--- src/mempool_lite_pkg.sv ---
// Shared types, address map and register offsets of the memory system
// All widths assume a 32-bit byte address and a 32-bit data word
`default_nettype none

package mempool_lite_pkg;

  typedef logic [31:0] addr_t;
  typedef logic [31:0] data_t;
  typedef logic [3:0]  strb_t;

  // Single-word host request
  typedef struct packed {
    addr_t addr;
    logic  we;
    data_t wdata;
    strb_t be;
  } mem_req_t;

  typedef struct packed {
    data_t rdata;
    logic  err;
  } mem_rsp_t;

  typedef enum logic [1:0] {
    TgtL2,
    TgtBootrom,
    TgtCtrl,
    TgtNone
  } soc_target_e;

  // Address map, end addresses of ROM inclusive and of ctrl exclusive
  localparam addr_t L2BaseAddr      = 32'h8000_0000;
  localparam addr_t BootromBaseAddr = 32'hA000_0000;
  localparam addr_t BootromEndAddr  = 32'hA000_FFFF;
  localparam addr_t CtrlBaseAddr    = 32'h4000_0000;
  localparam addr_t CtrlEndAddr     = 32'h4001_0000;

  localparam int          BootromWords = 16;
  localparam logic [15:0] BootromTag   = 16'hB007;

  // Control register byte offsets
  localparam logic [7:0] RegEoc      = 8'h00;
  localparam logic [7:0] RegWakeUp   = 8'h04;
  localparam logic [7:0] RegNumCores = 8'h08;
  localparam logic [7:0] RegScratch0 = 8'h10;

  localparam data_t WakeAll = 32'hFFFF_FFFF;

endpackage : mempool_lite_pkg

`default_nettype wire

--- src/bootrom.sv ---
// Boot ROM, word i holds BootromTag in the upper half and i in the lower half
// Words past BootromWords read as zero
`timescale 1ns/1ps
`default_nettype none

module bootrom (
  input  logic                    clk_i,
  input  logic                    rst_i,
  input  logic                    valid_i,
  input  mempool_lite_pkg::addr_t addr_i,
  output logic                    rvalid_o,
  output mempool_lite_pkg::data_t rdata_o
);

  localparam int IdxBits = $clog2(mempool_lite_pkg::BootromWords);

  mempool_lite_pkg::addr_t offset;
  logic [29:0]             word_idx;
  mempool_lite_pkg::data_t rom_table [mempool_lite_pkg::BootromWords];

  for (genvar i = 0; i < mempool_lite_pkg::BootromWords; i++) begin : gen_table
    assign rom_table[i] = {mempool_lite_pkg::BootromTag, 16'(i)};
  end

  assign offset   = addr_i - mempool_lite_pkg::BootromBaseAddr;
  assign word_idx = offset[31:2];

  always_ff @(posedge clk_i) begin
    if (rst_i) begin
      rvalid_o <= 1'b0;
    end else begin
      rvalid_o <= valid_i;
    end
  end

  always_ff @(posedge clk_i) begin
    if (valid_i) begin
      if (word_idx < 30'(mempool_lite_pkg::BootromWords)) begin
        rdata_o <= rom_table[word_idx[IdxBits-1:0]];
      end else begin
        rdata_o <= '0;
      end
    end
  end

endmodule : bootrom

`default_nettype wire

--- config.mk ---
export PLATFORM = sky130hd
export DESIGN_NAME = bootrom
export DESIGN_NICKNAME = d
export VERILOG_FILES = /design/src/mempool_lite_pkg.sv /design/src/bootrom.sv
export SDC_FILE = /design/constraint.sdc
export NUM_CORES = 1
export LEC_CHECK = 0
export BUFFER_PORTS_ARGS = -buffer_cell sky130_fd_sc_hd__buf_4
export CAP_MARGIN = 20
export CORE_MARGIN = 10
export CORE_UTILIZATION = 31
export DETAILED_ROUTE_END_ITERATION = 10
export MAX_ROUTING_LAYER = met4
export PLACE_DENSITY = 0.82
export REMOVE_ABC_BUFFERS = 1
export SYNTH_ARGS = -nofsm -noshare
export SYNTH_HDL_FRONTEND = slang
export SYNTH_SLANG_ARGS = --single-unit
--- constraint.sdc ---
create_clock -name clk_i -period 1.5 [get_ports clk_i]
set_input_delay 0.225 -clock clk_i [delete_from_list [all_inputs] [get_ports clk_i]]
set_output_delay 0.225 -clock clk_i [all_outputs]
set_load 0.01 [all_outputs]
======== After elaboration in Yosys (flattened, before gate mapping) ========
Memories as Yosys holds them, arrays and structs flattened. A register that Yosys moved wholly into a read port is not among the register bits.
Cells that the tools add are included.
operators by class
  add/subtract/negate cells ............... 1
  order comparisons ....................... 1
  bitwise gates (word level) .............. 1
  reductions and logical operators ........ 1
operator list
  operator                                                     number
  subtractor 32 bit, second input constant                     1
  less-than comparator 30 x 5 -> 1 bit, second input constant  1
  inverter 4 -> 5 bit                                          1
  zero test 1 bit                                              1
storage, ports and cells
  flip-flop bits (word level) ............. 1
  ROM bits ................................ 512
  bits of input ports ..................... 35
  output and inout port bits .............. 33
  word-level logic and storage cells ...... 6
  memories kept ........................... 1
memories
  memory           words  bits a word  read ports  clocked after Yosys merged registers in  write ports  RTL line       text
  (no name shown)  16     32           1           1                                        0            bootrom.sv:39  rdata_o <= rom_table[word_idx[IdxBits-1:0]];

======== Depth between registers and ports, before layout ========
  depth after elaboration ................. 3
  mapped depth ............................ 5
  depth with buffers taken out ............ 5

======== Worst setup path before layout ========
Ideal clock, no wire load.
  path kind ............................... in2reg
  start ................................... input port addr_i[29]
  end ..................................... register rdata_o[0], data pin
  setup time .............................. 0.157 ns
  arrival ................................. 0.941 ns
  required time ........................... 1.343 ns
  setup slack ............................. 0.402 ns
  stages on the path ...................... 5
  buffers on the path ..................... 0
  cell sequence ........................... inv_1 -> ha_1 -> nor2b_1 -> nand4_2 -> nor3_1
on the way
  word-level cells in the longest chain between the ends .. 3
RTL lines
  element                               RTL line       text
  start: declaration                    bootrom.sv:10  input mempool_lite_pkg::addr_t addr_i,
  subtractor 32 bit                     bootrom.sv:25  assign offset = addr_i - mempool_lite_pkg::BootromBaseAddr;
  less-than comparator 30 x 5 -> 1 bit  bootrom.sv:38  if (word_idx < 30'(mempool_lite_pkg::BootromWords)) begin
  zero test 1 bit (no line)             -
  end: declaration                      bootrom.sv:12  output mempool_lite_pkg::data_t rdata_o
Every way passes these cells.
A chain may end at the register's enable or synchronous reset.

==> results.md <==
- Outcome: complete, no violations
- Tot GR Track Use: 0.0789
- Launch point of the worst hold path: rst_i
- Initial Util: 0.320
- Internal: ~0.37 mW
- Crit Path Max Fanout: 6
- Sequential share of the synthesized area: 0.315
- Synth Area per Inst: just over 9 um2
- Crit path capture: rdata_o[18]
- Mapped Cells: between 50 and 60
- Initial detailed-routing violation count: 4
- Share of layout cells above drive strength 1: 0.505
- # DRC: 0
- Hold crit path type: input pin to register
- Root Driver: clkbuf_4
- Register bit total from synthesis: 6
- Bufs on Longest Clock Path: 2
- Maximum vdd drop: around 210 uV
- Crit path from: rdata_o[29]$_SDFFCE_PP0P_
- Global route overflow: 0
- Unrepaired setup endpoints after global routing: false
- Combinational power share: 0.297
- Post-CTS Setup Inserts: 0
- Largest net degree at the start of global routing: 7
- Gp weighted congestion: 0.802
- Synth cell types: 15
- # IOs: a little under 70
- Worst slack, placed: 0.165 ns
- WP buf/inv: 1
- Tcrit/Tclk final: 0.735
- Vert. Die Dim: about 62 um
- Final setup fails: 0
- Initial antenna violation count: 0
- Detailed Place HPWL: roughly 1600 um
- First-pass GRT wire length: 2180 um
- Number of global-route vias before repair: between 500 and 600
- Critical path depth: 1
- Clock power frac: 0.317
- Cell family with most CP delay: flip-flops
- Most common cell after layout, fill and taps aside: buf_4
- Routed Antenna Nets: 0
- Yosys warns: 0
- Crit-path cells: buf_4
- Post-CTS Resized: 0
- Area Overhead vs Synth: 45.6%
- Num rows: 15
- Via count: around 480
- Psw: between 0.1 and 0.15 mW
- CP peak stage delay: approximately 0.45 ns
- TritonCTS clock tree: done
- Quantity of I/O buffers inserted on ports: 43
- Slowest cell on the critical path: edfxtp_1
- Maxcap violations: 0
- TNS Setup: 0 ns
- Hold buffers post-CTS: 0
- Crit path DAT: ~0.88 ns
- Post-route worst setup slack: approximately 0.4 ns
- Antenna diodes: 0
- WP data required: about 1.3 ns
- Core area: around 1700 um2
- Cts bufs inserted: 3
- Hold WS: ~0.14 ns
- Setup Crit Path Kind: register to primary output
- CP Capture Type: primary output
- Worst-path clk slew: 0.05 ns
- PD cells: around 630 nW/um2
- Die width: slightly above 60 um
- Final Net Count: 136
- Final wirelength: about 1600 um
- Post-Syn Area: about 540 um2
- Routed WL per cell: around 14 um
- Sequential share of power: 0.385
- First-pass DRT Iterations: 2
- Most frequent cells in the layout: buf_4, conb_1, nor3_1, edfxtp_1, nand3_1
- Crit path launch type: register
- Switching Share: 0.262
- Leak pwr: 0.397 nW
- Final Hold Viols: 0
- F_max: around 900 MHz
- Final Critical Period: approximately 1.1 ns
- Fin. max-slew vios: 0
- Final core utilization: 0.466
- Sink Count: 6
- Via density: around 4.2
- H-Tree Depth: 1
- Die ar.: 3810 um2
-- power by group through the flow --
| stage | combinational (mW) | clock (mW) | sequential (mW) |
|---|---|---|---|
| final | 0.148 | 0.159 | 0.192 |
| after global routing | 0.163 | 0.168 | 0.193 |
| after detailed placement | 0.146 | 0 | 0.195 |
| after CTS | 0.146 | 0.162 | 0.193 |
| after global placement | 0.142 | 0 | 0.195 |
| after floorplan | 0.0406 | 0 | 0.204 |
-- cells in the mapped netlist --
cell type	number	share of area
buf_4	27	0.37
conb_1	1	0.0069
dfxtp_1	1	0.037
edfxtp_1	5	0.28
ha_1	1	0.023
inv_1	2	0.014
nand2_1	2	0.014
nand3_1	4	0.037
nand4_2	1	0.023
nor2b_1	2	0.023
nor3_1	6	0.056
nor4_1	2	0.023
nor4_2	2	0.046
nor4b_2	1	0.028
xor2_1	1	0.016
-- per-layer routing --
| metal | share of wire | track usage |
|---|---|---|
| met1 | 0.40 | 0.0877 |
| met2 | 0.45 | 0.122 |
| met3 | 0.14 | 0.0366 |
| met4 | 0.0097 | 0.0287 |
| met5 | 0 | - |
-- registers in the layout (all words and copies together), names as in the netlist --
signal    flops
rdata_o       5
rvalid_o      1
-- layout make-up --
class / instances / area (um2)
Fill cell: 168 / 902
Sequential cell: 6 / 170
Tap cell: 17 / 21.3
Multi-Input combinational cell: 44 / 239
Clock buffer: 4 / 26.3
Inverter: 2 / 7.51
Timing Repair Buffer: 43 / 323
-- metrics by stage --
stage / cells / total power [mW] / area, um2
3_3_place_gp: 112 / 0.337 / 761
2_1_floorplan: 52 / 0.245 / 417
4_1_cts: 116 / 0.501 / 787
3_5_place_dp: 112 / 0.342 / 761
6_report: 116 / 0.499 / 787
5_1_grt: 116 / 0.524 / 787
-- worst min path at each step --
stage	to	slack [ns]	cells after the start
floorplan	rvalid_o$_SDFF_PP0_	0.30	1
global placement	rvalid_o$_SDFF_PP0_	0.38	2
detailed placement	rvalid_o$_SDFF_PP0_	0.39	2
CTS	rvalid_o$_SDFF_PP0_	0.14	2
global route	rvalid_o$_SDFF_PP0_	0.15	2
finish	rvalid_o$_SDFF_PP0_	0.14	2
-- logic make-up after synthesis --
group	Yosys count	share of synthesized area
fa+ha+maj	1	0.0231
simple gates	20	0.250
flops	6	0.315
xor+xnor	1	0.0162
other cells	1	0.00694
buf+inv	29	0.389
Note: power is estimated with default switching activity, not from simulation.
