==> src/mempool_lite_pkg.sv <==
// Shared types, address map and register offsets of the memory system
// All widths assume a 32-bit byte address and a 32-bit data word
`default_nettype none

package mempool_lite_pkg;

  typedef logic [31:0] addr_t;
  typedef logic [31:0] data_t;
  typedef logic [3:0]  strb_t;

  // Single-word host request
  typedef struct packed {
    addr_t addr;
    logic  we;
    data_t wdata;
    strb_t be;
  } mem_req_t;

  typedef struct packed {
    data_t rdata;
    logic  err;
  } mem_rsp_t;

  typedef enum logic [1:0] {
    TgtL2,
    TgtBootrom,
    TgtCtrl,
    TgtNone
  } soc_target_e;

  // Address map, end addresses of ROM inclusive and of ctrl exclusive
  localparam addr_t L2BaseAddr      = 32'h8000_0000;
  localparam addr_t BootromBaseAddr = 32'hA000_0000;
  localparam addr_t BootromEndAddr  = 32'hA000_FFFF;
  localparam addr_t CtrlBaseAddr    = 32'h4000_0000;
  localparam addr_t CtrlEndAddr     = 32'h4001_0000;

  localparam int          BootromWords = 16;
  localparam logic [15:0] BootromTag   = 16'hB007;

  // Control register byte offsets
  localparam logic [7:0] RegEoc      = 8'h00;
  localparam logic [7:0] RegWakeUp   = 8'h04;
  localparam logic [7:0] RegNumCores = 8'h08;
  localparam logic [7:0] RegScratch0 = 8'h10;

  localparam data_t WakeAll = 32'hFFFF_FFFF;

endpackage : mempool_lite_pkg

`default_nettype wire

==> src/soc_addr_decoder.sv <==
// Routes each host request to L2, boot ROM or ctrl registers by address
// Unmapped addresses and boot ROM writes are answered here with err set
`timescale 1ns/1ps
`default_nettype none

module soc_addr_decoder #(
  parameter int unsigned NumL2Banks  = 4,
  parameter int unsigned L2BankWords = 64
) (
  input  logic                       clk_i,
  input  logic                       rst_i,
  input  logic                       req_valid_i,
  input  mempool_lite_pkg::mem_req_t req_i,
  output logic                       rsp_valid_o,
  output mempool_lite_pkg::mem_rsp_t rsp_o,
  output logic                       l2_valid_o,
  output logic                       rom_valid_o,
  output logic                       ctrl_valid_o,
  input  logic                       l2_rvalid_i,
  input  logic                       rom_rvalid_i,
  input  logic                       ctrl_rvalid_i,
  input  mempool_lite_pkg::data_t    l2_rdata_i,
  input  mempool_lite_pkg::data_t    rom_rdata_i,
  input  mempool_lite_pkg::mem_rsp_t ctrl_rsp_i
);

  localparam mempool_lite_pkg::addr_t L2Size =
    mempool_lite_pkg::addr_t'(NumL2Banks * L2BankWords * 4);
  localparam mempool_lite_pkg::addr_t L2EndAddr = mempool_lite_pkg::L2BaseAddr + L2Size;

  mempool_lite_pkg::soc_target_e tgt;
  mempool_lite_pkg::soc_target_e tgt_q;
  logic                          dec_err;
  logic                          err_q;

  // Address map lookup, anything outside the windows falls to TgtNone
  always_comb begin
    tgt = mempool_lite_pkg::TgtNone;
    if (req_i.addr >= mempool_lite_pkg::L2BaseAddr && req_i.addr < L2EndAddr) begin
      tgt = mempool_lite_pkg::TgtL2;
    end else if (req_i.addr >= mempool_lite_pkg::BootromBaseAddr &&
                 req_i.addr <= mempool_lite_pkg::BootromEndAddr) begin
      tgt = mempool_lite_pkg::TgtBootrom;
    end else if (req_i.addr >= mempool_lite_pkg::CtrlBaseAddr &&
                 req_i.addr < mempool_lite_pkg::CtrlEndAddr) begin
      tgt = mempool_lite_pkg::TgtCtrl;
    end
  end

  assign dec_err = (tgt == mempool_lite_pkg::TgtNone) ||
                   (tgt == mempool_lite_pkg::TgtBootrom && req_i.we);

  assign l2_valid_o   = req_valid_i && (tgt == mempool_lite_pkg::TgtL2);
  // A write to the ROM never reaches it
  assign rom_valid_o  = req_valid_i && (tgt == mempool_lite_pkg::TgtBootrom) && !req_i.we;
  assign ctrl_valid_o = req_valid_i && (tgt == mempool_lite_pkg::TgtCtrl);

  always_ff @(posedge clk_i) begin
    if (rst_i) begin
      tgt_q <= mempool_lite_pkg::TgtNone;
      err_q <= 1'b0;
    end else begin
      tgt_q <= tgt;
      err_q <= req_valid_i && dec_err;
    end
  end

  // Targets answer with a one-cycle read-valid, errors come from err_q
  assign rsp_valid_o = l2_rvalid_i || rom_rvalid_i || ctrl_rvalid_i || err_q;

  always_comb begin
    rsp_o = '0;
    if (err_q) begin
      rsp_o.err = 1'b1;
    end else begin
      case (tgt_q)
        mempool_lite_pkg::TgtL2:      rsp_o.rdata = l2_rdata_i;
        mempool_lite_pkg::TgtBootrom: rsp_o.rdata = rom_rdata_i;
        mempool_lite_pkg::TgtCtrl:    rsp_o = ctrl_rsp_i;
        default:                      rsp_o = '0;
      endcase
    end
  end

endmodule : soc_addr_decoder

`default_nettype wire

==> config.mk <==
export PLATFORM = sky130hd
export DESIGN_NAME = soc_addr_decoder
export DESIGN_NICKNAME = d
export VERILOG_FILES = /design/src/mempool_lite_pkg.sv /design/src/soc_addr_decoder.sv
export SDC_FILE = /design/constraint.sdc
export NUM_CORES = 1
export LEC_CHECK = 0
export BUFFER_PORTS_ARGS = -buffer_cell sky130_fd_sc_hd__buf_4
export CAP_MARGIN = 20
export CORE_AREA = 2 2 81 83
export CTS_BUF_LIST = sky130_fd_sc_hd__clkbuf_4 sky130_fd_sc_hd__clkbuf_8 sky130_fd_sc_hd__clkbuf_16
export DETAILED_ROUTE_END_ITERATION = 7
export DIE_AREA = 0 0 83 85
export PLACE_DENSITY = 0.66
export SLEW_MARGIN = 20
export SYNTH_ARGS = -nofsm -noshare
export SYNTH_HDL_FRONTEND = slang
export SYNTH_SLANG_ARGS = --single-unit
==> constraint.sdc <==
create_clock -name clk_i -period 1.6 [get_ports clk_i]
set_clock_uncertainty 0.2 [all_clocks]
set_input_delay 0.32 -clock clk_i [delete_from_list [all_inputs] [get_ports clk_i]]
set_output_delay 0.32 -clock clk_i [all_outputs]
set_load 0.03 [all_outputs]
# After elaboration in Yosys (flattened, before gate mapping)
# Index checks and enable logic that the tools add are counted.
[op_classes]
magnitude_cmp = 6
eq_ne = 5
n_mux = 7
n_reduce_logical = 16
[op_table]
columns = ["cell", "count"]
rows = [
  ["$pmux 32 s3", 1],
  ["$ge 32x32->1 const B", 2],
  ["$ge 32x31->1 const B", 1],
  ["$le 32x32->1 const B", 1],
  ["$lt 32x31->1 const B", 1],
  ["$lt 32x32->1 const B", 1],
  ["$mux 32", 1],
  ["$logic_and 1x1->1", 9],
  ["$eq 2x2->1 const B", 3],
  ["$eq 2x1->1 const B", 2],
  ["$logic_not 2->1", 2],
  ["$logic_or 1x1->1", 4],
  ["$mux 2", 2],
  ["$mux 1", 3],
  ["$logic_not 1->1", 1],
]
[totals]
regBits = 3
input_bits = 172
out_inout_bits = 37
wordCells = 36

# Longest topological paths before layout
[logic_depth]
word_depth = 9
mapped_depth = 6
depth_no_buf = 4

# Worst setup path before layout
# No wires, ideal clock.
[synth_timing]
path_kind = "input -> output"
start = "input req_i[65] (netlist name)"
end = "output rom_valid_o"
t_arrival_ns = 1.802
required_ns = 1.080
setup_slack_ns = -0.722
cell_stages = 3
n_path_buf = 0
cell_sequence = "nor4_2 -> nand4_1 -> nor4_1"
[synth_between]
elab_chain_len = 8
word_cells_on_any_way = 15
cone_classes = "order compare (6); eq/ne (1); mux (3); reduce/logical (5)"
[synth_lines]
columns = ["element", "line_no", "text"]
rows = [
  ["start: declaration", "soc_addr_decoder.sv:13", "input mempool_lite_pkg::mem_req_t req_i,"],
  ["$ge 32x31->1 or $lt 32x31->1 (tied branches)", "soc_addr_decoder.sv:44, soc_addr_decoder.sv:45", ""],
  ["$logic_and 1x1->1", "soc_addr_decoder.sv:44", "end else if (req_i.addr >= mempool_lite_pkg::CtrlBaseAddr &&"],
  ["$mux 1", "soc_addr_decoder.sv:44", ""],
  ["$mux 2", "soc_addr_decoder.sv:41", "end else if (req_i.addr >= mempool_lite_pkg::BootromBaseAddr &&"],
  ["$mux 2 *", "soc_addr_decoder.sv:39", "if (req_i.addr >= mempool_lite_pkg::L2BaseAddr && req_i.addr < L2EndAddr) begin"],
  ["$eq 2x1->1 *", "soc_addr_decoder.sv:55", "assign rom_valid_o = req_valid_i && (tgt == mempool_lite_pkg::TgtBootrom) && !req_i.we;"],
  ["$logic_and 1x1->1 * (2 in series)", "soc_addr_decoder.sv:55", ""],
  ["end: declaration", "soc_addr_decoder.sv:17", "output logic rom_valid_o,"],
]
# Every way passes the cells marked *; elsewhere a longest branch is shown, timed or not.

==> impl_metrics.yaml <==
outcome:
  outcome: "complete, but fails checks"
  violations: "negative setup slack"
global_routing:
  busiest_layer: "met2"
  grtUsageTotal: 0.149
  grt_overflow: 0
  grt_pass1_vias: 2017
  antenna_found_initial: 0
  grt.met2_usage: 0.293
  grt_max_degree: 20
  use_met3: 0.0302
  grt_pass1_wl_mm: 8.97
  use_met1: 0.169
synthesis:
  synth.avg_cell_area_um2: 5.96
  syn-instance-count: 172
  yosysTopAreaCell: "mux2i_1"
  async_flop_share: 0
  synth_common_cells: "66 x nor2_1, 32 x a21oi_1, 32 x mux2i_1"
  synth_edf_count: 0
  yosysMostFrequentCell: "nor2_1"
  yosysSeqAreaShare: 0.0586
  ys_ff_latch: 3
  syn_nets: 344
  synth_top_area_frac: 0.313
  ys_top_cells_by_area: "mux2i_1 31%, nor2_1 24%, a21oi_1 16%"
  synth_warnings: 0
  ys.flop_type: "dfxtp_1"
  ys_types: 21
  netlist_area_um2: 1020
die:
  ios: 209
  start_util: 0.165
  die_w_um: 83
  rows: 29
  dieArea_um2: 7060
  core_area_um2: 6200
  die_h_um: 85
timing:
  fin_crit_ns: 2.02
  fin_crit_sh: 1.26
  fin_ws_ns: -0.420
  rsz0062_at_grt: "yes"
  worst_pin_slew_ns: 0.269
  finalSetupViolCount: 37
  final-hold-violation-count: 0
  drv_slew: 0
  fmax_mhz: 495
  maxSlewHeadroom: 0.820
worst_hold_path:
  hp-class: "in -> reg"
  worstHoldStart: "rst_i"
routing:
  avgViaCountPerCell: 4.53
  wirelength_mm: 5.84
  drtAntennaViolNets: 0
  post_drt_wl_per_cell_um: 13.8
  firstDrtPassIters: 4
  via_count: 1912
  drt_iter0_markers: 22
  drcViolationCount: 0
power:
  p_per_area_nw_per_um2: 210
  ir_drop_mv: 0.206
  p_leak_nw: 1.63
  power.total_uw: 697
worst_setup_path:
  end_kind: "output pin"
  crit_path_start_kind: "register"
  critPathLaunch: "tgt_q[1]"
  path_max_fanout: 15
  arrival_ns: 1.50
  criticalPathCategory: "reg -> out"
  crit_required_ns: 1.08
cells_and_area:
  diodes: 0
  area_growth_pct: 223
  nets: 518
  fin_util: 0.534
  fillCellCount: 557
  regArea_um2: 68.8
  drive_gt1_frac: 0.791
  multi_input_area_um2: 1400
clocking:
  cts_inserted_buffers: 3
  clockBufferDepth: 2
  tritoncts: "done"
  hold_buffers: 0
  clk_pin_slew_ns: 0.03
  cts_root_buf: "clkbuf_8"
  clkSinkCount: 3
  htreeDepth: 1
placement:
  hpwl_mm: 4.34
  dp_slack_ns: -0.515
  io_buffers: 162
  routabilityCongestion: 0.754
flow_run:
  drv_cap: 0
==> report_power, final <==
group	internal (mW)	total (mW)	leakage [nW]	switching [mW]
clock	0.187	0.234	0.0262	0.0475
combinational	0.255	0.386	1.58	0.131
sequential	0.0744	0.0764	0.0245	0.00205
==> state kept, by name, summed over array words and instances (netlist names) <==
register,flops
tgt_q,2
err_q,1
==> metal layers <==
metal,routed length (um),part of all wire
met1,2190,0.37
met5,0,0
met2,3220,0.55
met4,4,0.00068
met3,429,0.073
==> final timing paths <==
| check | to | slack, ns | cells past startpoint |
|---|---|---|---|
| worst max-delay path | rsp_o[22] | -0.42 | 6 |
| worst min-delay path | err_q | 0.08 | 2 |
==> kinds of logic after synthesis <==
family,after synthesis,synth area share
compound gates,36,0.184
simple gates,84,0.368
mux,32,0.313
buf+inv,17,0.0769
flops,3,0.0586
==> worst max-delay path, stage by stage (launching register included) <==
cell,delay [ns]
dfxtp_4,0.39
buf_6,0.13
nor2b_4,0.20
buf_12,0.20
a21oi_2,0.09
nor2_4,0.13
buf_6,0.14
==> timing repair <==
item	in CTS	in global routing
endpoints found under the hold margin	0	0
buffers inserted	3	0
gates resized for setup	48	13
pin swaps	6	2
gates cloned	1	3
setup endpoints to repair	37	37
==> per-stage QoR <==
| step | setup TNS, ns | cell area [um2] | std cells | hold WS, ns |
|---|---|---|---|---|
| after CTS | -11.86 | 3170 | 419 | 0.0712 |
| after floorplan | -1.47 | 1500 | 172 | 0.199 |
| after global routing | -15.23 | 3310 | 422 | 0.0830 |
| after global placement | -6.10 | 2890 | 411 | 0.294 |
| after detailed placement | -6.43 | 2890 | 411 | 0.293 |
| final | -12.80 | 3310 | 422 | 0.0768 |
==> area by class of cell <==
class	count	share of cell area
multi-input combinational	152	0.421
sequential	3	0.0208
inverter	1	0.00113
timing repair buffer	185	0.513
tap	77	0.0291
clock buffer	4	0.0147
==> cells in the final DEF, fill, tap and decap left out, drive strengths merged, types with 2 or more instances in the layout <==
| cell type | instances |
|---|---|
| mux2i | 32 |
| nor2 | 66 |
| nor4b | 2 |
| nand4 | 2 |
| o21bai | 2 |
| buf | 182 |
| nor4 | 5 |
| nor2b | 2 |
| a21oi | 32 |
| nand2 | 2 |
| nor3 | 3 |
| dfxtp | 3 |
| clkbuf | 7 |
No activity file was read; power rests on OpenSTA's default activity.
