===== config.mk =====
export PLATFORM = sky130hd
export DESIGN_NAME = ctrl_registers
export DESIGN_NICKNAME = d
export VERILOG_FILES = /design/src/mempool_lite_pkg.sv /design/src/ctrl_registers.sv
export SDC_FILE = /design/constraint.sdc
export NUM_CORES = 1
export LEC_CHECK = 0
export BUFFER_PORTS_ARGS = -buffer_cell sky130_fd_sc_hd__buf_4
export CAP_MARGIN = 20
export CORE_ASPECT_RATIO = 1.2
export CORE_MARGIN = 3
export CORE_UTILIZATION = 62
export CTS_BUF_LIST = sky130_fd_sc_hd__clkbuf_2
export CTS_CLUSTER_DIAMETER = 40
export DETAILED_ROUTE_END_ITERATION = 16
export PLACE_DENSITY = 0.87
export SETUP_SLACK_MARGIN = 0.2
export SLEW_MARGIN = 20
export SYNTH_ARGS = -nofsm -noshare
export SYNTH_HDL_FRONTEND = slang
export SYNTH_SLANG_ARGS = --single-unit

===== constraint.sdc =====
create_clock -name clk_i -period 11.95 [get_ports clk_i]
set_input_delay 2.39 -clock clk_i [delete_from_list [all_inputs] [get_ports clk_i]]
set_output_delay 2.39 -clock clk_i [all_outputs]
set_load 0.01 [all_outputs]

===== src/mempool_lite_pkg.sv =====
// Shared types, address map and register offsets of the memory system
// All widths assume a 32-bit byte address and a 32-bit data word
`default_nettype none

package mempool_lite_pkg;

  typedef logic [31:0] addr_t;
  typedef logic [31:0] data_t;
  typedef logic [3:0]  strb_t;

  // Single-word host request
  typedef struct packed {
    addr_t addr;
    logic  we;
    data_t wdata;
    strb_t be;
  } mem_req_t;

  typedef struct packed {
    data_t rdata;
    logic  err;
  } mem_rsp_t;

  typedef enum logic [1:0] {
    TgtL2,
    TgtBootrom,
    TgtCtrl,
    TgtNone
  } soc_target_e;

  // Address map, end addresses of ROM inclusive and of ctrl exclusive
  localparam addr_t L2BaseAddr      = 32'h8000_0000;
  localparam addr_t BootromBaseAddr = 32'hA000_0000;
  localparam addr_t BootromEndAddr  = 32'hA000_FFFF;
  localparam addr_t CtrlBaseAddr    = 32'h4000_0000;
  localparam addr_t CtrlEndAddr     = 32'h4001_0000;

  localparam int          BootromWords = 16;
  localparam logic [15:0] BootromTag   = 16'hB007;

  // Control register byte offsets
  localparam logic [7:0] RegEoc      = 8'h00;
  localparam logic [7:0] RegWakeUp   = 8'h04;
  localparam logic [7:0] RegNumCores = 8'h08;
  localparam logic [7:0] RegScratch0 = 8'h10;

  localparam data_t WakeAll = 32'hFFFF_FFFF;

endpackage : mempool_lite_pkg

`default_nettype wire


===== src/ctrl_registers.sv =====
// EOC, wake-up, core count and four scratch words, 16-bit offset window
// Scratch words are not cleared by reset
`timescale 1ns/1ps
`default_nettype none

module ctrl_registers #(
  parameter int unsigned NumCores = 8
) (
  input  logic                       clk_i,
  input  logic                       rst_i,
  input  logic                       valid_i,
  input  mempool_lite_pkg::mem_req_t req_i,
  output logic                       rvalid_o,
  output mempool_lite_pkg::mem_rsp_t rsp_o,
  output logic [NumCores-1:0]        wake_up_o,
  output mempool_lite_pkg::data_t    eoc_o,
  output logic                       eoc_valid_o
);

  typedef logic [NumCores-1:0] core_mask_t;

  logic [7:0]              offset;
  logic                    reg_hit;
  logic                    is_scratch;
  mempool_lite_pkg::data_t rd_value;
  mempool_lite_pkg::data_t eoc_q;
  core_mask_t              wake_q;
  mempool_lite_pkg::data_t scratch_q [4];

  function automatic mempool_lite_pkg::data_t apply_be(mempool_lite_pkg::data_t old_val,
                                                       mempool_lite_pkg::data_t new_val,
                                                       mempool_lite_pkg::strb_t be);
    mempool_lite_pkg::data_t res;
    res = old_val;
    for (int b = 0; b < 4; b++) begin
      if (be[b]) begin
        res[8*b +: 8] = new_val[8*b +: 8];
      end
    end
    return res;
  endfunction

  assign offset     = req_i.addr[7:0];
  assign is_scratch = (offset[7:4] == mempool_lite_pkg::RegScratch0[7:4]) &&
                      (offset[1:0] == 2'b00);

  // Read mux and offset check
  always_comb begin
    reg_hit  = 1'b1;
    rd_value = '0;
    case (offset)
      mempool_lite_pkg::RegEoc:      rd_value = eoc_q;
      mempool_lite_pkg::RegWakeUp:   rd_value = '0;
      mempool_lite_pkg::RegNumCores: rd_value = mempool_lite_pkg::data_t'(NumCores);
      default: begin
        if (is_scratch) begin
          rd_value = scratch_q[offset[3:2]];
        end else begin
          reg_hit = 1'b0;
        end
      end
    endcase
    if (req_i.addr[15:8] != 8'h00) begin
      reg_hit = 1'b0;
    end
  end

  always_ff @(posedge clk_i) begin
    if (rst_i) begin
      eoc_q    <= '0;
      wake_q   <= '0;
      rvalid_o <= 1'b0;
    end else begin
      rvalid_o <= valid_i;
      // Wake-up is a single-cycle pulse
      wake_q   <= '0;
      if (valid_i && req_i.we && reg_hit) begin
        if (offset == mempool_lite_pkg::RegEoc) begin
          eoc_q <= apply_be(eoc_q, req_i.wdata, req_i.be);
        end else if (offset == mempool_lite_pkg::RegWakeUp) begin
          if (req_i.wdata == mempool_lite_pkg::WakeAll) begin
            wake_q <= '1;
          end else begin
            wake_q <= core_mask_t'(1) << (req_i.wdata % NumCores);
          end
        end
      end
    end
  end

  always_ff @(posedge clk_i) begin
    if (valid_i && req_i.we && reg_hit && is_scratch) begin
      scratch_q[offset[3:2]] <= apply_be(scratch_q[offset[3:2]], req_i.wdata, req_i.be);
    end
  end

  always_ff @(posedge clk_i) begin
    if (valid_i) begin
      rsp_o.rdata <= rd_value;
      rsp_o.err   <= !reg_hit;
    end
  end

  assign wake_up_o   = wake_q;
  assign eoc_o       = eoc_q;
  assign eoc_valid_o = eoc_q[0];

endmodule : ctrl_registers

`default_nettype wire


### Word level (Yosys, flattened, before mapping)

Memory sizes are Yosys's and may differ from the RTL's.
Cells that the tools add are included.

| word-level totals | value |
|---|---|
| register bits after elaboration | 74 |
| bits in writable memories | 128 |
| output and inout bits | 75 |
| word-level logic and storage cells | 46 |
| memories kept | 1 |

Memories:

| name | depth | bits a word | read ports | clocked after Yosys merged registers in | wr ports | RTL line | RTL |
|---|---|---|---|---|---|---|---|
| scratch_q | 4 | 32 | 1 | 0 | 1 | ctrl_registers.sv:28 | `mempool_lite_pkg::data_t scratch_q [4];` |

| operators by class | value |
|---|---|
| eq/ne operators | 4 |
| shift-type cells | 1 |
| mux-type cells | 16 |
| bitwise operators | 2 |
| reduce and logical (&&, ||, !) cells | 14 |

Operators by type and width:

| operator | number |
|---|---|
| 32-bit case mux with 3 select lines | 1 |
| 8-bit 2-to-1 mux | 9 |
| 32-bit == test (second input constant) | 1 |
| 32-bit 2-to-1 mux | 1 |
| 3-bit AND reduction | 4 |
| 8-bit by 3-bit == test with 1-bit output (second input constant) | 1 |
| 8-bit by 4-bit == test with 1-bit output (second input constant) | 1 |
| 8-bit logical NOT | 1 |
| 8-bit nonzero test | 1 |
| 1-bit by 3-bit left shift with 8-bit output (first input constant) | 1 |
| 1-bit 2-to-1 mux | 5 |
| 4-bit by 1-bit == test with 1-bit output (second input constant) | 1 |
| 1-bit logical AND | 4 |
| 4-bit OR reduction | 1 |
| 3-bit OR reduction | 1 |
| 2-bit logical NOT | 1 |
| 1-bit inverter | 2 |
| 1-bit logical NOT | 1 |

### Longest topological paths before layout

Gate-level depths: netlist (run 1).

| depth | value |
|---|---|
| depth in word-level cells | 9 |
| mapped depth | 7 |
| depth with buffers taken out | 4 |

### Worst setup path before layout (run 1)

Ideal clock, no wire load.

| timing | value |
|---|---|
| path kind | in2reg |
| from | input port req_i[44] (netlist bit) |
| to | memory scratch_q[1][0] (netlist bit) (enable) |
| setup time | 0.461 ns |
| data arrival time | 5.703 ns |
| required time | 11.489 ns |
| slack | 5.786 ns |
| cell stages on the path | 5 |
| path buffers | 1 |
| cell sequence | or4_4 buf_6 nor3_1 nand3_1 nor3_1 |

| between the ends | value |
|---|---|
| cells in the longest elaborated chain, start to end | 9 |

Ends and longest elaborated chain:

| item | RTL line | RTL |
|---|---|---|
| start, declared | ctrl_registers.sv:12 | `input mempool_lite_pkg::mem_req_t req_i,` |
| 4-bit by 1-bit == test with 1-bit output | ctrl_registers.sv:44 | `assign is_scratch = (offset[7:4] == mempool_lite_pkg::RegScratch0[7:4]) &&` |
| 1-bit logical AND | ctrl_registers.sv:44 |  |
| 1-bit 2-to-1 mux | ctrl_registers.sv:56 | `if (is_scratch) begin` |
| 1-bit 2-to-1 mux | ctrl_registers.sv:51 | `case (offset)` |
| 1-bit 2-to-1 mux | ctrl_registers.sv:63 | `if (req_i.addr[15:8] != 8'h00) begin` |
| 1-bit logical AND | ctrl_registers.sv:92 | `if (valid_i && req_i.we && reg_hit && is_scratch) begin` |
| 1-bit logical AND * | ctrl_registers.sv:92 |  |
| 1-bit 2-to-1 mux * | ctrl_registers.sv:92 |  |
| 1-bit 2-to-1 mux (not written as such) * | ctrl_registers.sv:93 | `scratch_q[offset[3:2]] <= apply_be(scratch_q[offset[3:2]], req_i.wdata, req_i.be);` |
| end, declared | ctrl_registers.sv:28 |  |

Every way passes the cells marked *; elsewhere a longest branch is shown, timed or not.

### Worst setup path after layout (run 1)

| timing | value |
|---|---|
| from | input port req_i[44] (netlist bit) |
| to | memory scratch_q[1][10] (netlist bit) (enable) |

The elaborated chain is that of the path after synthesis.

==> results_dict.tcl, run 1 <==
set metrics [dict create \
    status "completed" \
    fin_tns_setup_ns 0 \
    grt_remaining_overflow 0 \
    stdcell_count 849 \
    reg2reg_setup_slack_ns 10.44 \
    cts_buffers 46 \
    wire_per_inst_microns 24.5 \
    setup_viol 0 \
    synthesis.area_sq_um 8110 \
    dp_slack_ns 6.54 \
    root_buffer "clkbuf_2" \
    yosysTopAreaCell "edfxtp_1" \
    timing.slew.headroom_pct 31.3 \
    hp-class "flip-flop to flip-flop" \
    worst_pin_slew_ns 1.02 \
    viasPerCell 6.67 \
    grt_pass1_vias 5989 \
    power_w 0.00127 \
    drv_cap 0 \
    final_nets 719 \
    fmax_mhz 210 \
    worst_slack_ns 7.18 \
    slowest_delay_ns 0.82 \
    area_growth_syn_to_layout_pct 18.7 \
    synth_nets 572 \
    ys_warn_count 0 \
    clk_pin_slew_ns 0.11 \
    synthCells 500 \
    clkLatencyLatePin_ns 0.73 \
    min_to "eoc_o[1]" \
    finish.utilization_pct 75.7 \
    slowest_stage "nor3_2" \
    cts_hold_buf 0 \
    rsz0062_at_grt "false" \
    hpwl_mm 13.1 \
    async_flop_share_pct 0 \
    drtIter0Drc 566 \
    period_needed_ns 4.77 \
    fin_crit_sh_pct 39.9 \
    ff2ff_path_depth 2 \
    post-cts-setup-buffers 0 \
    ios 147 \
    die_area_sq_um 14500 \
    clock_sinks 202 \
    cp_data_required_time_ns 12.30 \
    cts_resized 0 \
    synth_edf_count 161 \
    yosys_register_bits 202 \
    num-fill-cells 762 \
    core_region_area_sq_um 12700 \
    maxSlewViolCount 0 \
    ys.flop_type "edfxtp_1" \
    place.gp.congestion 0.828 \
    ys_types 30 \
    power.leakage_nw 3.45 \
    cp.arrival_ns 5.12 \
    die_h_microns 131 \
    via_count 5667 \
    r2r-end "scratch_q[1][0]" \
    grt_max_degree 40 \
    num_rows 45 \
    whs_path_depth 2 \
    grt_pass1_wl_mm 32.2 \
    cts_buffer_depth 3 \
    crit_top_cell "buf_4" \
    cp-start-kind "input port" \
    cts_tree "yes" \
    first_pass_iters 5 \
    cts_max_level 2 \
    power.density_nw_per_um2 132 \
    syn_area_per_cell_sq_um 16.2 \
    start_util_pct 63.8 \
    drt-total-wl_mm 20.8 \
    fin_skew_ns 0.0533 \
    crit_type "input port to flip-flop" \
    die_w_microns 110 \
    ys_seq_area_share_pct 69.7 \
    grt_antenna_before_repair 1 \
    hold_viol_final 0 \
    cp_cell_sequence "buf_4 -> or4_4 -> nor3_1 -> nand3_1 -> nor3_2 -> buf_4" \
    worst_hold_startpoint "eoc_o[1]" \
    r2r_start "scratch_q[3][0]" \
    drcViolationCount 0 \
    dp_cells 763 \
    numPortBuffers 130 \
    ir_drop_mv 0.0745 \
    yosys.area.top_type_share_pct 59.6 \
    drive_above_1_share_pct 43.1 \
    synthTopCellsByArea "edfxtp_1, dfxtp_1, mux4_2" \
    grt_use_total_pct 28.4 \
    worstSetupEndpointType "flip-flop" \
    crit_fanout 22 \
    ant_nets 0 \
]
==> per-layer routing <==
layer  GRT usage, %  share of wire, %
met3           6.54               9.4
met1           33.7                33
met2           47.6                52
met5              0                 0
met4           16.5               4.7
==> metrics by stage <==
step / hold WS, ns / cell area [sq um]
after floorplan: 0.495 / 8110
after global placement: 0.467 / 9220
after detailed placement: 0.481 / 9220
after CTS: 0.497 / 9630
after global routing: 0.526 / 9630
final: 0.499 / 9630
==> how the worst max path moves through the flow <==
stage | endpoint | depth (start not counted) | start | slack (ns)
2_1_floorplan | scratch_q[1][0] | 5 | req_i[44] | 5.79
3_3_place_gp | scratch_q[1][11] | 7 | req_i[39] | 6.66
3_5_place_dp | scratch_q[1][12] | 6 | req_i[44] | 6.54
4_1_cts | scratch_q[1][14] | 6 | req_i[44] | 7.29
5_1_grt | scratch_q[1][10] | 6 | req_i[44] | 7.18
6_report | scratch_q[1][10] | 6 | req_i[44] | 7.18
==> cells in the mapped netlist, types with 7 or more instances <==
cell type	n
clkbuf_1	23
buf_2	9
nand3_1	42
a22o_1	31
dfxtp_1	41
o21ai_1	12
mux2_2	32
mux4_2	32
o21ai_0	19
nor3_1	7
edfxtp_1	161
nand4_1	7
a21oi_1	40
==> critical path, delay by kind of cell <==
family,cells,cell delay [ns]
buffers and inverters,2,0.58
AND/OR/NAND/NOR,4,2.12
==> area by class of cell <==
cell class | count | area (sq um) | area share [%]
flip-flops and latches | 202 | 5660 | 58.7
multi-input cells | 257 | 2310 | 24.0
repair buffers | 139 | 1040 | 10.8
clock buffers | 76 | 380 | 3.95
well taps | 164 | 205 | 2.13
clock inverters | 9 | 35.0 | 0.364
inverters | 1 | 3.75 | 0.0390
diodes | 1 | 2.50 | 0.0260
==> power breakdown <==
part / total, W / internal (W) / switching, W
Clock: 0.000423 / 0.000165 / 0.000258
Sequential: 0.000766 / 0.000764 / 0.00000132
Combinational: 0.0000819 / 0.0000367 / 0.0000452
==> logic make-up (layout without fill, tap and decap cells) <==
| logic type | Yosys count | in the layout | share of synthesized area (%) |
|---|---|---|---|
| flops | 202 | 202 | 69.7 |
| compound gates | 103 | 103 | 7.83 |
| simple gates | 90 | 90 | 6.97 |
| mux | 64 | 64 | 13.3 |
| buf+inv | 41 | 225 | 2.17 |
| other cells | 0 | 1 | 0 |
==> sequential cells by signal, summed over array words and instances, names as in the netlist <==
| signal | count |
|---|---|
| wake_up_o | 8 |
| rvalid_o | 1 |
| eoc_o | 32 |
| rsp_o | 33 |
| scratch_q | 128 |
==> layout by cell type (no fill, tap or decap), drive strengths merged <==
cell	instances
nor4	8
dfxtp	41
mux4	32
clkinv	8
nand3	42
edfxtp	161
or4	5
a21oi	40
nor3	7
nand2	3
nor3b	1
inv	2
a22o	31
diode	1
nand3b	4
and3	1
o21ai	32
clkbuf	76
buf	139
or3	3
nor2	6
nor2b	1
or3b	2
mux2	32
nand4	7
Note: power is estimated with default switching activity, not from simulation.
==> inputs of run 2 (changes only) <==
--- a/config.mk
+++ b/config.mk
@@ -9,11 +9,11 @@
 export CAP_MARGIN = 20
 export CORE_ASPECT_RATIO = 1.2
 export CORE_MARGIN = 3
-export CORE_UTILIZATION = 62
+export CORE_UTILIZATION = 58
 export CTS_BUF_LIST = sky130_fd_sc_hd__clkbuf_2
 export CTS_CLUSTER_DIAMETER = 40
 export DETAILED_ROUTE_END_ITERATION = 16
-export PLACE_DENSITY = 0.87
+export PLACE_DENSITY = 0.83
 export SETUP_SLACK_MARGIN = 0.2
 export SLEW_MARGIN = 20
 export SYNTH_ARGS = -nofsm -noshare
==> constraint.sdc (replaced) <==
create_clock -name clk_i -period 4.8 [get_ports clk_i]
set_input_delay 0.96 -clock clk_i [delete_from_list [all_inputs] [get_ports clk_i]]
set_output_delay 0.96 -clock clk_i [all_outputs]
set_load 0.01 [all_outputs]
==> results_dict.tcl, run 2 (synthesis gave the netlist of run 1 again) <==
set metrics [dict create \
    status "completed" \
    crit_fanout 23 \
    ant_nets 0 \
    die_area_sq_um 15500 \
    hp-class "flip-flop to flip-flop" \
    hold_viol_final 0 \
    root_buffer "clkbuf_2" \
    final_cell_mix "edfxtp_1, buf_4, clkbuf_2" \
    rsz0062_at_grt "false" \
    finish.utilization_pct 71.8 \
    grt_use_total_pct 26.0 \
    grt_pass1_wl_mm 30.5 \
    die_w_microns 114 \
    clk_pin_slew_ns 0.10 \
    largest_reg_flops 128 \
    maxSlewViolCount 0 \
    fin_tns_setup_ns 0 \
    first_pass_iters 8 \
    post-cts-setup-buffers 0 \
    cts_hold_buf 0 \
    setup_viol 0 \
    timing.slew.headroom_pct 43.6 \
    finalHoldWorstSlack_ns 0.506 \
    ir_drop_mv 0.172 \
    dpl-instance-area_sq_um 9260 \
    via_count 5503 \
    slowest_stage "or4_4" \
    clock_sinks 202 \
    grtUsageMet3_pct 5.41 \
    power.leakage_nw 3.46 \
    final_nets 721 \
    hpwl_mm 12.7 \
    place.gp.congestion 0.796 \
    period_needed_ns 2.81 \
    grt_pass1_vias 5659 \
    viasPerCell 6.44 \
    num-fill-cells 891 \
    fin_crit_sh_pct 58.5 \
    grt.busiest_layer "met2" \
    area_growth_syn_to_layout_pct 19.2 \
    cts_buffers 46 \
    cts_resized 0 \
    power.density_nw_per_um2 324 \
    grt_remaining_overflow 0 \
    cts_max_level 2 \
    slowest_delay_ns 0.67 \
    worstSetupEndpointType "flip-flop" \
    worst_slack_ns 1.99 \
    worst_pin_slew_ns 0.845 \
    drcViolationCount 0 \
    numPortBuffers 130 \
    use_met2_pct 44.9 \
    cp.arrival_ns 3.19 \
    grt_antenna_before_repair 1 \
    grt_max_degree 40 \
    drive_above_1_share_pct 42.7 \
    drv_cap 0 \
    fmax_mhz 356 \
    ios 147 \
    die_h_microns 136 \
    crit_type "input port to flip-flop" \
    num_rows 46 \
    cp-start-kind "input port" \
    start_util_pct 60.2 \
    cp_data_required_time_ns 5.18 \
    final_common_cell "edfxtp_1" \
    grtUsageMet1_pct 31.7 \
    cts_tree "yes" \
    final_area_sq_um 9680 \
    core_region_area_sq_um 13500 \
    drtIter0Drc 528 \
    cts_buffer_depth 3 \
    drt-total-wl_mm 20.0 \
    dp_slack_ns 1.33 \
    clkLatencyLatePin_ns 0.72 \
    cp_cell_sequence "buf_4 -> or4_4 -> nor3_1 -> nand4_1 -> nor2_2 -> buf_12" \
    wire_per_inst_microns 23.3 \
    fin_skew_ns 0.0334 \
]
==> run 2: path summary, 6_finish.rpt <==
| kind | to | depth (start not counted) | start | slack (ns) |
|---|---|---|---|---|
| worst max register to register | scratch_q[3][17] | 2 | scratch_q[3][17] | 3.32 |
| worst max-delay path | scratch_q[3][11] | 6 | req_i[44] | 1.99 |
| worst min-delay path | eoc_o[15] | 2 | eoc_o[15] | 0.51 |
| worst min register to register | eoc_o[15] | 2 | eoc_o[15] | 0.51 |
==> run 2: power breakdown <==
| part | internal, W | leakage [nW] | switching, W |
|---|---|---|---|
| clock network | 0.000389 | 0.324 | 0.000639 |
| registers | 0.00190 | 1.82 | 0.00000344 |
| logic | 0.0000911 | 1.31 | 0.000108 |
| total | 0.00238 | 3.46 | 0.000751 |
==> run 2: critical path: cells and delay by family <==
kind                   cells  cell delay [ns]
buffers and inverters      2             0.40
and+or+nand+nor            4             1.81
==> run 2: final cells by class <==
type                            count  area, sq um  area share (%)
Sequential cell                   202         5660            58.5
Multi-Input combinational cell    257         2310            23.9
Timing Repair Buffer              141         1080            11.2
Clock buffer                       70          350            3.62
Tap cell                          168          210            2.17
Clock inverter                     15         61.3           0.634
Inverter                            1         3.75          0.0388
Antenna cell                        1         2.50          0.0259
==> run 2: routing by layer <==
metal	part of all wire [%]	vias to the layer above
met1	35	2720
met5	0	-
met3	9.7	65
met4	4.1	0
met2	51	367
li1	-	2351
==> run 2: through the flow <==
step	total power, W	instances
final	0.00313	855
after global routing	0.00326	855
after CTS	0.00315	854
after detailed placement	0.00214	769
after global placement	0.00214	769
after floorplan	0.00205	500
==> inputs of run 3 (changes only) <==
--- a/config.mk
+++ b/config.mk
@@ -9,11 +9,11 @@
 export CAP_MARGIN = 20
 export CORE_ASPECT_RATIO = 1.2
 export CORE_MARGIN = 3
-export CORE_UTILIZATION = 58
+export CORE_UTILIZATION = 52
 export CTS_BUF_LIST = sky130_fd_sc_hd__clkbuf_2
 export CTS_CLUSTER_DIAMETER = 40
 export DETAILED_ROUTE_END_ITERATION = 16
-export PLACE_DENSITY = 0.83
+export PLACE_DENSITY = 0.78
 export SETUP_SLACK_MARGIN = 0.2
 export SLEW_MARGIN = 20
 export SYNTH_ARGS = -nofsm -noshare
==> constraint.sdc (replaced) <==
create_clock -name clk_i -period 2.2 [get_ports clk_i]
set_input_delay 0.44 -clock clk_i [delete_from_list [all_inputs] [get_ports clk_i]]
set_output_delay 0.44 -clock clk_i [all_outputs]
set_load 0.01 [all_outputs]
==> results_dict.tcl, run 3 (synthesis gave the netlist of run 1 again) <==
set metrics [dict create \
    clock_sinks 202 \
    cp.arrival_ns 2.19 \
    drtIter0Drc 476 \
    cp_top_family "buffers and inverters" \
    cts_max_level 2 \
    cp_cell_sequence "dlygate4sd3_1 -> buf_4 -> nand2_1 -> nor3_4 -> nand4_1 -> nor2_4 -> buf_12" \
    clk_pin_slew_ns 0.10 \
    grt_antenna_before_repair 1 \
    cts_buffer_depth 3 \
    crit_buf_inv 3 \
    root_buffer "clkbuf_2" \
    multiInputGateArea_sq_um 2350 \
    ff2ff_path_depth 2 \
    core_region_area_sq_um 15100 \
    cp_data_required_time_ns 2.61 \
    r2r_start "scratch_q[2][31]" \
    place.gp.congestion 0.797 \
    crit_start "valid_i" \
    grt_use_total_pct 24.5 \
    crit_fanout 17 \
    numPortBuffers 130 \
    status "completed" \
    drt-total-wl_mm 20.9 \
    slowest_stage "dlygate4sd3_1" \
    timing.slew.headroom_pct 61.1 \
    fin_tns_setup_ns 0 \
    drv_cap 0 \
    num-fill-cells 1001 \
    grt_remaining_overflow 0 \
    hp-class "input port to flip-flop" \
    grt_pass1_wl_mm 32.0 \
    drcViolationCount 0 \
    grt_max_degree 38 \
    hold_viol_final 0 \
    drive_above_1_share_pct 44.0 \
    slowest_delay_ns 0.53 \
    path_depth 7 \
    power.leakage_nw 3.77 \
    setup_viol 0 \
    cts_tree "yes" \
    rsz0062_at_grt "false" \
    crit_type "input port to flip-flop" \
    cp-start-kind "input port" \
    worstSetupEndpointType "flip-flop" \
    die_w_microns 120 \
    num_rows 49 \
    die_h_microns 143 \
    largest_reg_flops 128 \
    worstSetupEndpoint "scratch_q[2][22]" \
    reg2reg_setup_slack_ns 0.71 \
    wire_per_inst_microns 22.1 \
    ir_drop_mv 0.384 \
    stdcell_count 949 \
    dp_cells 839 \
    first_pass_iters 5 \
    hpwl_mm 13.6 \
    final_cell_mix "buf_4, edfxtp_1, clkbuf_2" \
    ant_nets 0 \
    worst_slack_ns 0.420 \
    die_area_sq_um 17100 \
    period_needed_ns 1.78 \
    start_util_pct 53.6 \
    seqCellArea_sq_um 5660 \
    clkLatencyLatePin_ns 0.71 \
    post-cts-setup-buffers 0 \
    final_nets 780 \
    viasPerCell 5.97 \
    worst_pin_slew_ns 0.584 \
    grt_pass1_vias 5858 \
    cts_buffers 46 \
    power.density_nw_per_um2 674 \
    via_count 5664 \
    dp_slack_ns -0.190 \
    finalHoldWorstSlack_ns 0.0412 \
    area_growth_syn_to_layout_pct 27.8 \
    fin_crit_sh_pct 80.9 \
    ios 147 \
    fin_skew_ns 0.0225 \
    maxSlewViolCount 0 \
    r2r-end "scratch_q[0][31]" \
    fmax_mhz 562 \
    final_common_cell "buf_4" \
]
run 3: metal layers:
layer | part of all wire [%] | GRT usage, % | vias up
li1 | - | - | 2474
met1 | 37 | 31.6 | 2743
met2 | 50 | 40.9 | 385
met3 | 9.9 | 4.91 | 62
met4 | 2.8 | 10.2 | 0
met5 | 0 | 0 | -
run 3: how the worst min path moves through the flow:
stage                         start   endpoint  slack (ns)  depth (start not counted)
after floorplan            eoc_o[1]   eoc_o[1]        0.49                          2
after global placement     eoc_o[1]   eoc_o[1]        0.47                          2
after detailed placement   eoc_o[1]   eoc_o[1]        0.48                          2
after CTS                 req_i[11]   eoc_o[7]       0.003                          3
after global routing      req_i[21]  eoc_o[17]      0.0003                          3
final                     req_i[11]   eoc_o[7]        0.04                          3
run 3: through the flow:
| step | power [W] | utilization (%) | instance area (sq um) |
|---|---|---|---|
| 2_1_floorplan | 0.00448 | - | 8190 |
| 3_3_place_gp | 0.00470 | 64.0 | 9690 |
| 3_5_place_dp | 0.00472 | 64.0 | 9690 |
| 4_1_cts | 0.00704 | 68.4 | 10400 |
| 5_1_grt | 0.00728 | 68.5 | 10400 |
| 6_report | 0.00699 | 68.5 | 10400 |
run 3: what timing repair did:
action	in CTS	in global routing
resized for setup	0	0
hold buffers	24	1
endpoints found under the hold margin	24	1
run 3: cell type report:
type                    count  share of cell area, %
clock buffers              69                   3.33
inverters                   1                 0.0362
clock inverters            15                  0.796
diodes                      1                 0.0241
well taps                 204                   2.46
repair buffers            200                   16.2
multi-input cells         257                   22.6
flip-flops and latches    202                   54.5
run 3: worst register-to-register path, stage by stage (launching register included):
cell,delay (ns)
edfxtp_1,0.41
mux4_2,0.50
mux2_2,0.32
run 3: power by group:
| part | switching, W | internal (W) |
|---|---|---|
| Sequential | 0.00000710 | 0.00415 |
| Clock | 0.00137 | 0.000951 |
| Combinational | 0.000259 | 0.000250 |
| Total | 0.00164 | 0.00535 |
